[src/common/cache_config.svh]
`ifndef CACHE_CONFIG_SVH
`define CACHE_CONFIG_SVH

// processor word and line geometry
`define CACHE_WORD_W       32
`define CACHE_LINE_WORDS   4
`define CACHE_LINE_W       (`CACHE_LINE_WORDS * `CACHE_WORD_W)

// two-way, four-set organisation
`define CACHE_SETS         4
`define CACHE_WAYS         2

// address split, word-addressed on the processor side
`define CACHE_OFFSET_W     2
`define CACHE_INDEX_W      2
`define CACHE_TAG_W        26
`define CACHE_PROC_ADDR_W  30

// memory side is line-addressed
`define CACHE_MEM_ADDR_W   (`CACHE_TAG_W + `CACHE_INDEX_W)

`endif
[src/common/cache_pkg.sv]
`include "cache_config.svh"

package cache_pkg;

    typedef logic [`CACHE_WORD_W-1:0]      word_t;
    typedef logic [`CACHE_LINE_W-1:0]      line_t;
    typedef logic [`CACHE_TAG_W-1:0]       tag_t;
    typedef logic [`CACHE_INDEX_W-1:0]     index_t;
    typedef logic [`CACHE_OFFSET_W-1:0]    offset_t;
    typedef logic [`CACHE_PROC_ADDR_W-1:0] proc_addr_t;
    typedef logic [`CACHE_MEM_ADDR_W-1:0]  mem_addr_t;
    typedef logic                          way_t;

    // controller states shared by both caches
    typedef enum logic [1:0] {
        S_IDLE       = 2'd0,
        S_WRITE_BACK = 2'd1,
        S_ALLOCATE   = 2'd2,
        S_OUTPUT     = 2'd3
    } cache_state_e;

    function automatic tag_t addr_tag(proc_addr_t a);
        return a[`CACHE_PROC_ADDR_W-1 -: `CACHE_TAG_W];
    endfunction

    function automatic index_t addr_index(proc_addr_t a);
        return a[`CACHE_OFFSET_W +: `CACHE_INDEX_W];
    endfunction

    function automatic offset_t addr_offset(proc_addr_t a);
        return a[`CACHE_OFFSET_W-1:0];
    endfunction

    // word 0 sits in the low bits of the line
    function automatic word_t line_word(line_t line, offset_t off);
        return line[off*`CACHE_WORD_W +: `CACHE_WORD_W];
    endfunction

endpackage

[src/common/mem_bus_if.sv]
`timescale 1ns/1ps

// one cache's path to the shared memory port
interface mem_bus_if
    import cache_pkg::*;
();

    logic      read;
    logic      write;
    mem_addr_t addr;
    line_t     wdata;
    line_t     rdata;
    // single-cycle completion pulse
    logic      ready;

    modport cache (
        output read, write, addr, wdata,
        input  rdata, ready
    );

    modport arbiter (
        input  read, write, addr, wdata,
        output rdata, ready
    );

endinterface

[src/hdl/cache_top.sv]
`timescale 1ns/1ps

module cache_top
    import cache_pkg::*;
(
    input  logic       clk,
    input  logic       proc_reset,
    // data side
    input  logic       data_read,
    input  logic       data_write,
    input  proc_addr_t data_addr,
    input  word_t      data_wdata,
    output word_t      data_rdata,
    output logic       data_stall,
    // instruction side
    input  logic       inst_read,
    input  proc_addr_t inst_addr,
    output word_t      inst_rdata,
    output logic       inst_stall,
    // shared memory port
    output logic       mem_read,
    output logic       mem_write,
    output mem_addr_t  mem_addr,
    output line_t      mem_wdata,
    input  line_t      mem_rdata,
    input  logic       mem_ready
);

    mem_bus_if dbus ();
    mem_bus_if ibus ();

    dcache u_dcache (
        .clk        (clk),
        .proc_reset (proc_reset),
        .read       (data_read),
        .write      (data_write),
        .addr       (data_addr),
        .wdata      (data_wdata),
        .rdata      (data_rdata),
        .stall      (data_stall),
        .mem        (dbus.cache)
    );

    icache u_icache (
        .clk        (clk),
        .proc_reset (proc_reset),
        .read       (inst_read),
        .addr       (inst_addr),
        .rdata      (inst_rdata),
        .stall      (inst_stall),
        .mem        (ibus.cache)
    );

    mem_arbiter u_mem_arbiter (
        .clk        (clk),
        .proc_reset (proc_reset),
        .dbus       (dbus.arbiter),
        .ibus       (ibus.arbiter),
        .mem_read   (mem_read),
        .mem_write  (mem_write),
        .mem_addr   (mem_addr),
        .mem_wdata  (mem_wdata),
        .mem_rdata  (mem_rdata),
        .mem_ready  (mem_ready)
    );

endmodule

[src/hdl/mem_arbiter.sv]
`timescale 1ns/1ps

module mem_arbiter
    import cache_pkg::*;
(
    input  logic        clk,
    input  logic        proc_reset,
    mem_bus_if.arbiter  dbus,
    mem_bus_if.arbiter  ibus,
    output logic        mem_read,
    output logic        mem_write,
    output mem_addr_t   mem_addr,
    output line_t       mem_wdata,
    input  line_t       mem_rdata,
    input  logic        mem_ready
);

    logic busy;
    // set when the instruction cache holds the grant
    logic owner;
    logic d_req, i_req;
    logic sel_inst;

    assign d_req = dbus.read || dbus.write;
    assign i_req = ibus.read || ibus.write;

    // data bus wins a tie, grant sticks until ready
    assign sel_inst = busy ? owner : (!d_req && i_req);

    assign mem_read  = sel_inst ? ibus.read  : dbus.read;
    assign mem_write = sel_inst ? ibus.write : dbus.write;
    assign mem_addr  = sel_inst ? ibus.addr  : dbus.addr;
    assign mem_wdata = sel_inst ? ibus.wdata : dbus.wdata;

    assign dbus.ready = mem_ready && busy && !owner;
    assign ibus.ready = mem_ready && busy && owner;
    assign dbus.rdata = owner ? '0 : mem_rdata;
    assign ibus.rdata = owner ? mem_rdata : '0;

    always_ff @(posedge clk or negedge proc_reset) begin
        if (!proc_reset) begin
            busy  <= 1'b0;
            owner <= 1'b0;
        end else if (!busy && (d_req || i_req)) begin
            busy  <= 1'b1;
            owner <= sel_inst;
        end else if (busy && mem_ready) begin
            busy <= 1'b0;
        end
    end

    a_ready_when_busy: assert property (@(posedge clk) disable iff (!proc_reset)
        mem_ready |-> busy);

endmodule

[src/icache/icache.sv]
`timescale 1ns/1ps
`include "cache_config.svh"

module icache
    import cache_pkg::*;
(
    input  logic       clk,
    input  logic       proc_reset,
    input  logic       read,
    input  proc_addr_t addr,
    output word_t      rdata,
    output logic       stall,
    mem_bus_if.cache   mem
);

    line_t data_mem [`CACHE_SETS][`CACHE_WAYS];
    tag_t  tag_mem  [`CACHE_SETS][`CACHE_WAYS];

    logic [`CACHE_SETS-1:0][`CACHE_WAYS-1:0] valid;
    logic [`CACHE_SETS-1:0]                  lru;

    cache_state_e state, next_state;

    tag_t    req_tag;
    index_t  req_index;
    offset_t req_offset;
    logic    hit0, hit1, hit;
    way_t    hit_way, victim;
    logic    fill;

    assign req_tag    = addr_tag(addr);
    assign req_index  = addr_index(addr);
    assign req_offset = addr_offset(addr);

    assign hit0    = valid[req_index][0] && (tag_mem[req_index][0] == req_tag);
    assign hit1    = valid[req_index][1] && (tag_mem[req_index][1] == req_tag);
    assign hit     = hit0 || hit1;
    assign hit_way = !hit0;

    assign victim = !valid[req_index][0] ? 1'b0 :
                    !valid[req_index][1] ? 1'b1 : lru[req_index];

    assign fill  = (state == S_ALLOCATE) && mem.ready;
    assign rdata = line_word(data_mem[req_index][hit_way], req_offset);

    // read-only, lines are never written back
    assign mem.write = 1'b0;
    assign mem.wdata = '0;
    assign mem.addr  = {req_tag, req_index};
    assign mem.read  = (state == S_ALLOCATE) || ((state == S_IDLE) && read && !hit);
    assign stall     = mem.read;

    always_comb begin
        next_state = state;
        case (state)
            S_IDLE:     if (read && !hit) next_state = S_ALLOCATE;
            S_ALLOCATE: if (mem.ready) next_state = S_OUTPUT;
            default:    next_state = S_IDLE;
        endcase
    end

    always_ff @(posedge clk or negedge proc_reset) begin
        if (!proc_reset) begin
            state <= S_IDLE;
            valid <= '0;
            lru   <= '0;
        end else begin
            state <= next_state;
            if ((state == S_IDLE) && read && hit) begin
                lru[req_index] <= ~hit_way;
            end
            if (fill) begin
                valid[req_index][victim] <= 1'b1;
                lru[req_index]           <= ~victim;
            end
        end
    end

    always_ff @(posedge clk) begin
        if (fill) begin
            data_mem[req_index][victim] <= mem.rdata;
            tag_mem[req_index][victim]  <= req_tag;
        end
    end

    a_no_write: assert property (@(posedge clk) disable iff (!proc_reset)
        !mem.write);

endmodule

[src/dcache/dcache.sv]
`timescale 1ns/1ps
`include "cache_config.svh"

module dcache
    import cache_pkg::*;
(
    input  logic       clk,
    input  logic       proc_reset,
    input  logic       read,
    input  logic       write,
    input  proc_addr_t addr,
    input  word_t      wdata,
    output word_t      rdata,
    output logic       stall,
    mem_bus_if.cache   mem
);

    // line storage, no reset
    line_t data_mem [`CACHE_SETS][`CACHE_WAYS];
    tag_t  tag_mem  [`CACHE_SETS][`CACHE_WAYS];

    logic [`CACHE_SETS-1:0][`CACHE_WAYS-1:0] valid;
    logic [`CACHE_SETS-1:0][`CACHE_WAYS-1:0] dirty;
    // points at the way to replace next
    logic [`CACHE_SETS-1:0]                  lru;

    cache_state_e state, next_state;

    tag_t    req_tag;
    index_t  req_index;
    offset_t req_offset;
    logic    req;
    logic    hit0, hit1, hit;
    way_t    hit_way, victim;
    logic    victim_dirty;
    logic    hit_access, fill;
    line_t   hit_line, fill_line;

    assign req_tag    = addr_tag(addr);
    assign req_index  = addr_index(addr);
    assign req_offset = addr_offset(addr);
    assign req        = read || write;

    assign hit0    = valid[req_index][0] && (tag_mem[req_index][0] == req_tag);
    assign hit1    = valid[req_index][1] && (tag_mem[req_index][1] == req_tag);
    assign hit     = hit0 || hit1;
    assign hit_way = !hit0;

    // invalid way first, else the lru way
    assign victim = !valid[req_index][0] ? 1'b0 :
                    !valid[req_index][1] ? 1'b1 : lru[req_index];
    assign victim_dirty = valid[req_index][victim] && dirty[req_index][victim];

    assign hit_access = (state == S_IDLE) && req && hit;
    assign fill       = (state == S_ALLOCATE) && mem.ready;

    // also serves the output cycle, the refilled line hits by then
    assign rdata = line_word(data_mem[req_index][hit_way], req_offset);

    assign mem.addr  = mem.write ? {tag_mem[req_index][victim], req_index}
                                 : {req_tag, req_index};
    assign mem.wdata = data_mem[req_index][victim];

    always_comb begin
        hit_line  = data_mem[req_index][hit_way];
        hit_line[req_offset*`CACHE_WORD_W +: `CACHE_WORD_W] = wdata;
        fill_line = mem.rdata;
        fill_line[req_offset*`CACHE_WORD_W +: `CACHE_WORD_W] = wdata;
    end

    always_comb begin
        next_state = state;
        stall      = 1'b0;
        mem.read   = 1'b0;
        mem.write  = 1'b0;
        case (state)
            S_IDLE: begin
                if (req && !hit) begin
                    stall = 1'b1;
                    if (victim_dirty) begin
                        mem.write  = 1'b1;
                        next_state = S_WRITE_BACK;
                    end else begin
                        mem.read   = 1'b1;
                        next_state = S_ALLOCATE;
                    end
                end
            end
            S_WRITE_BACK: begin
                stall     = 1'b1;
                mem.write = 1'b1;
                if (mem.ready) begin
                    next_state = S_ALLOCATE;
                end
            end
            S_ALLOCATE: begin
                mem.read = 1'b1;
                // a write miss finishes in the ready cycle
                stall    = !(mem.ready && write);
                if (mem.ready) begin
                    next_state = read ? S_OUTPUT : S_IDLE;
                end
            end
            S_OUTPUT: next_state = S_IDLE;
            default:  next_state = S_IDLE;
        endcase
    end

    always_ff @(posedge clk or negedge proc_reset) begin
        if (!proc_reset) begin
            state <= S_IDLE;
            valid <= '0;
            dirty <= '0;
            lru   <= '0;
        end else begin
            state <= next_state;
            if (hit_access) begin
                lru[req_index] <= ~hit_way;
                if (write) begin
                    dirty[req_index][hit_way] <= 1'b1;
                end
            end
            if (fill) begin
                valid[req_index][victim] <= 1'b1;
                dirty[req_index][victim] <= write;
                lru[req_index]           <= ~victim;
            end
        end
    end

    always_ff @(posedge clk) begin
        if (fill) begin
            data_mem[req_index][victim] <= write ? fill_line : mem.rdata;
            tag_mem[req_index][victim]  <= req_tag;
        end else if (hit_access && write) begin
            data_mem[req_index][hit_way] <= hit_line;
        end
    end

    a_no_read_write: assert property (@(posedge clk) disable iff (!proc_reset)
        !(mem.read && mem.write));

    // the ready cycle of a write miss already completes the processor access
    a_stall_on_mem: assert property (@(posedge clk) disable iff (!proc_reset)
        (mem.read || mem.write) && !mem.ready |-> stall);

endmodule

[config.mk]
export PLATFORM = sky130hd
export DESIGN_NAME = cache_top
export DESIGN_NICKNAME = d
export VERILOG_FILES = /design/src/common/cache_pkg.sv /design/src/common/mem_bus_if.sv /design/src/hdl/cache_top.sv /design/src/hdl/mem_arbiter.sv /design/src/icache/icache.sv /design/src/dcache/dcache.sv
export VERILOG_INCLUDE_DIRS = /design/src /design/src/common
export SDC_FILE = /design/constraint.sdc
export NUM_CORES = 2
export LEC_CHECK = 0
export BUFFER_PORTS_ARGS = -buffer_cell sky130_fd_sc_hd__buf_2
export CAP_MARGIN = 20
export CORE_ASPECT_RATIO = 0.5
export CORE_MARGIN = 4
export CORE_UTILIZATION = 45
export DETAILED_ROUTE_END_ITERATION = 10
export PLACE_DENSITY = 0.69
export SKIP_LAST_GASP = 1
export SYNTH_ARGS = -nofsm -noshare
export SYNTH_HDL_FRONTEND = slang
export SYNTH_SLANG_ARGS = --single-unit
[constraint.sdc]
create_clock -name clk -period 39.1 [get_ports clk]
set_clock_uncertainty 0.05 [all_clocks]
set_input_delay 7.82 -clock clk [delete_from_list [all_inputs] [get_ports clk]]
set_output_delay 7.82 -clock clk [all_outputs]
set_load 0.005 [all_outputs]
==> results.py <==
metrics = {
    "clock_tree": {
        "cts_buffers": 229,
        "cts_hold_buf": 0,
        "cts-resized-gates": 0,
        "cts_max_level": 4,
        "clk_pin_slew_ps": 60,
        "cts.sinks": 2502,
        "root_buffer": "clkbuf_16",
        "tritoncts": "built",
        "post-cts-setup-buffer-count": 0,
        "clockBufferDepth": 4,
        "clkLatencyLatePin_ps": 890,
    },
    "floorplan": {
        "die_w_um": 697,
        "initial_core_util_pct": 45.2,
        "io_pins": 450,
        "fp.dieH_um": 352,
        "num_rows": 126,
        "core_um2": 236000,
        "dieArea_um2": 246000,
    },
    "timing": {
        "fin_crit_ps": 21470,
        "grt_setup_unrepaired": "false",
        "max_freq_ghz": 0.0466,
        "max_slew_margin_pct": 13.5,
        "setup_violations": 0,
        "fin_ws_ps": 17630,
        "hold_viol_final": 0,
        "finalMaxSlewViolations": 0,
        "period_share_pct": 54.9,
        "fin_tns_setup_ps": 0,
        "worstMarginPinSlew_ps": 1300,
    },
    "logic_synthesis": {
        "synth_fa_ha_area_share_pct": 0.0586,
        "yosys-top-cells-area": "edfxtp_1 (69%), mux4_2 (15%), nand2_1 (2.0%)",
        "synth-compound-area-share_pct": 4.26,
        "synth_edf_count": 2464,
        "ys_seq_elements": 2502,
        "synth-simple-area-share_pct": 4.73,
        "synth_top_area_share_pct": 69.3,
        "synth.area.mux_share_pct": 18.4,
        "synth_area_um2": 107000,
        "synth.distinct_cells": 70,
        "synthXorXnorAreaFrac_pct": 0.681,
        "yosys_warnings": 0,
        "syn_area_per_cell_um2": 17.8,
        "synth_top_cell_by_area": "edfxtp_1",
        "synth_nets": 6216,
        "async_flop_share_pct": 1.52,
        "synthFlopType": "edfxtp_1",
        "yosysSeqAreaShare_pct": 70.2,
        "syn_inst": 5985,
        "synth_top_family_by_area": "multiplexers",
    },
    "placed_design": {
        "placement.io_buffers": 449,
        "place_congestion": 0.939,
        "dpl.hpwl_um": 209000,
        "place_inst": 9264,
        "place_ws_ps": 17560,
    },
    "route": {
        "ant_nets": 0,
        "via_per_inst": 6.39,
        "vias": 62300,
        "drtIter0Drc": 9323,
        "wl_per_cell_um": 33.8,
        "drt_first_pass_iters": 6,
        "routed_wl_um": 330000,
        "drc": 0,
    },
    "layout": {
        "drive_gt1_share_pct": 27.4,
        "area_growth_pct": 12.2,
        "nets": 6591,
        "nFillCells": 18600,
        "fin_cells": 9740,
    },
    "worst_setup_path": {
        "cp_cell_sequence": "buf_8 -> buf_4 -> mux4_2 -> xnor2_1 -> nand4_1 -> or3_1 -> nor4_4 -> buf_12 -> buf_4 -> mux2_2 -> mux4_2 -> buf_2",
        "crit_required_ps": 31230,
        "crit_path_max_fanout": 93,
        "critical_path.startpoint_type": "primary input",
        "end_kind": "output pin",
        "max_stage_delay_ps": 770,
        "crit_arrival_ps": 13600,
        "path_class": "in2out",
        "path_buf_inv": 5,
        "worst_path_max_delay_cell": "buf_4",
        "crit_family": "buffers and inverters",
    },
    "global_routing": {
        "antenna_found_initial": 112,
        "grt_max_degree": 186,
        "grt_pass1_vias": 58800,
        "grt.total_usage_pct": 26.4,
        "grt_pass1_wl_um": 460000,
        "grt-ovfl-total": 0,
    },
    "worst_hold_path": {
        "hold_path_class": "reg2reg",
    },
    "power_and_ir_drop": {
        "power_leakage_uw": 0.0389,
        "p_per_area_nw_per_um2": 56.8,
        "vdd_drop_max_mv": 0.0955,
        "p_total_uw": 6810,
    },
    "run": {
        "drv_cap": 0,
    },
    "status": {
        "status": "finished, final reports clean",
    },
}
## Yosys cell counts, types with 4 or more instances
cell type / number
a221oi_1: 4
edfxtp_1: 2464
o221ai_1: 7
nand4_1: 11
mux2i_1: 135
a2111oi_0: 4
nand3_1: 5
o22a_1: 24
xnor2_1: 73
a22oi_1: 29
mux4_2: 718
buf_1: 45
or2_2: 17
o2111ai_1: 7
nor2_1: 302
dfrtp_1: 38
nand3b_1: 63
inv_1: 40
clkbuf_1: 234
a21oi_1: 401
nand2b_1: 12
nor3_1: 7
buf_2: 100
o21ai_0: 211
buf_4: 10
mux2_2: 168
and2_1: 129
mux2_1: 19
a22o_1: 47
ha_1: 5
nor4_1: 5
o22ai_1: 9
or4_1: 4
xor2_1: 10
nor2b_1: 7
a32o_1: 4
nand2_1: 563
## registers in the layout, indices dropped and copies added, names as in the netlist, 2 cells and up
signal             flops
u_icache.data_mem   1024
u_dcache.state         2
u_icache.tag_mem     208
u_dcache.valid         8
u_icache.state         2
u_dcache.tag_mem     208
u_icache.lru           4
u_icache.valid         8
u_dcache.data_mem   1024
u_dcache.lru           4
u_dcache.dirty         8
## worst register-to-register path: stages, from the launching register on
cell      delay (ps)
edfxtp_1         410
mux4_2           480
xnor2_1          190
nand4_1          180
or3_1            510
or4_1            730
nor3_4           240
buf_4            700
a21oi_1          410
nor2_4           730
buf_4            950
buf_4            980
## placed cells by master, fill, tap and decap left out, drive strengths merged, types with 5 or more instances in the layout
cell type	Yosys	layout
a21oi	401	401
a22o	47	47
a22oi	29	29
and2	129	129
buf	157	535
bufinv	0	19
clkbuf	234	295
clkinv	1	88
clkinvlp	0	14
dfrtp	38	38
diode	0	59
edfxtp	2464	2464
ha	5	5
inv	42	43
mux2	187	187
mux2i	135	135
mux4	718	718
nand2	563	563
nand2b	12	12
nand3	5	5
nand3b	63	63
nand4	11	11
nor2	302	302
nor2b	7	7
nor3	8	8
nor4	6	6
o2111ai	7	7
o21ai	212	212
o221ai	7	7
o22a	24	24
o22ai	9	9
or2	17	17
xnor2	73	73
xor2	10	10
## per-layer routing
metal	GRT usage [%]	share of wire [%]
met1	35.3	36
met4	16.0	6.9
met3	7.81	12
met2	38.1	45
met5	0	0.071
## cell type report
type,count,area (µm²),share of cell area (%)
repair buffers,535,3190,2.66
clock buffers,295,6090,5.08
well taps,3136,3920,3.27
multi-input cells,3049,30200,25.2
clock inverters,121,1110,0.926
inverters,43,163,0.136
diodes,59,148,0.123
flip-flops and latches,2502,74900,62.5
## report_power, final
group          total (µW)  internal [µW]  switching, µW
combinational        1330            404            923
sequential           3280           3240           40.0
clock                2200           1220            981
total                6810           4860           1940
## kinds of logic (layout without fill, tap and decap cells)
family	Yosys count	count (layout)
buffers and inverters	434	994
and+or+nand+nor	1137	1137
AOI/OAI and AO/OA	784	784
muxes	1040	1040
other	0	59
xor gates and xnor gates	83	83
adders and majority gates	5	5
DFF	2502	2502
## stage by stage
step	instance area (µm²)	utilization [%]	hold WS [ps]
after floorplan	107000	-	379
after global placement	112000	47.6	396
after detailed placement	112000	47.6	399
after CTS	120000	50.7	414
after global routing	120000	50.7	431
final	120000	50.8	415
## path summary, 6_finish.rpt
check,slack [ps],start,end,cells past startpoint
min,410,u_icache.valid[1]$_DFFE_PN0P_,u_icache.valid[1]$_DFFE_PN0P_,1
min reg2reg,410,u_icache.valid[1]$_DFFE_PN0P_,u_icache.valid[1]$_DFFE_PN0P_,1
max in group asynchronous,31220,proc_reset,u_mem_arbiter.owner$_DFFE_PN0P_,1
min in group asynchronous,7070,proc_reset,u_icache.state[0]$_DFFE_PN0P_,1
max reg2reg,32020,u_dcache.tag_mem[0][30]$_DFFE_PP_,u_dcache.data_mem[2][173]$_DFFE_PP_,11
max,17630,data_addr[3],data_rdata[9],12
Note: power is estimated with default switching activity, not from simulation.
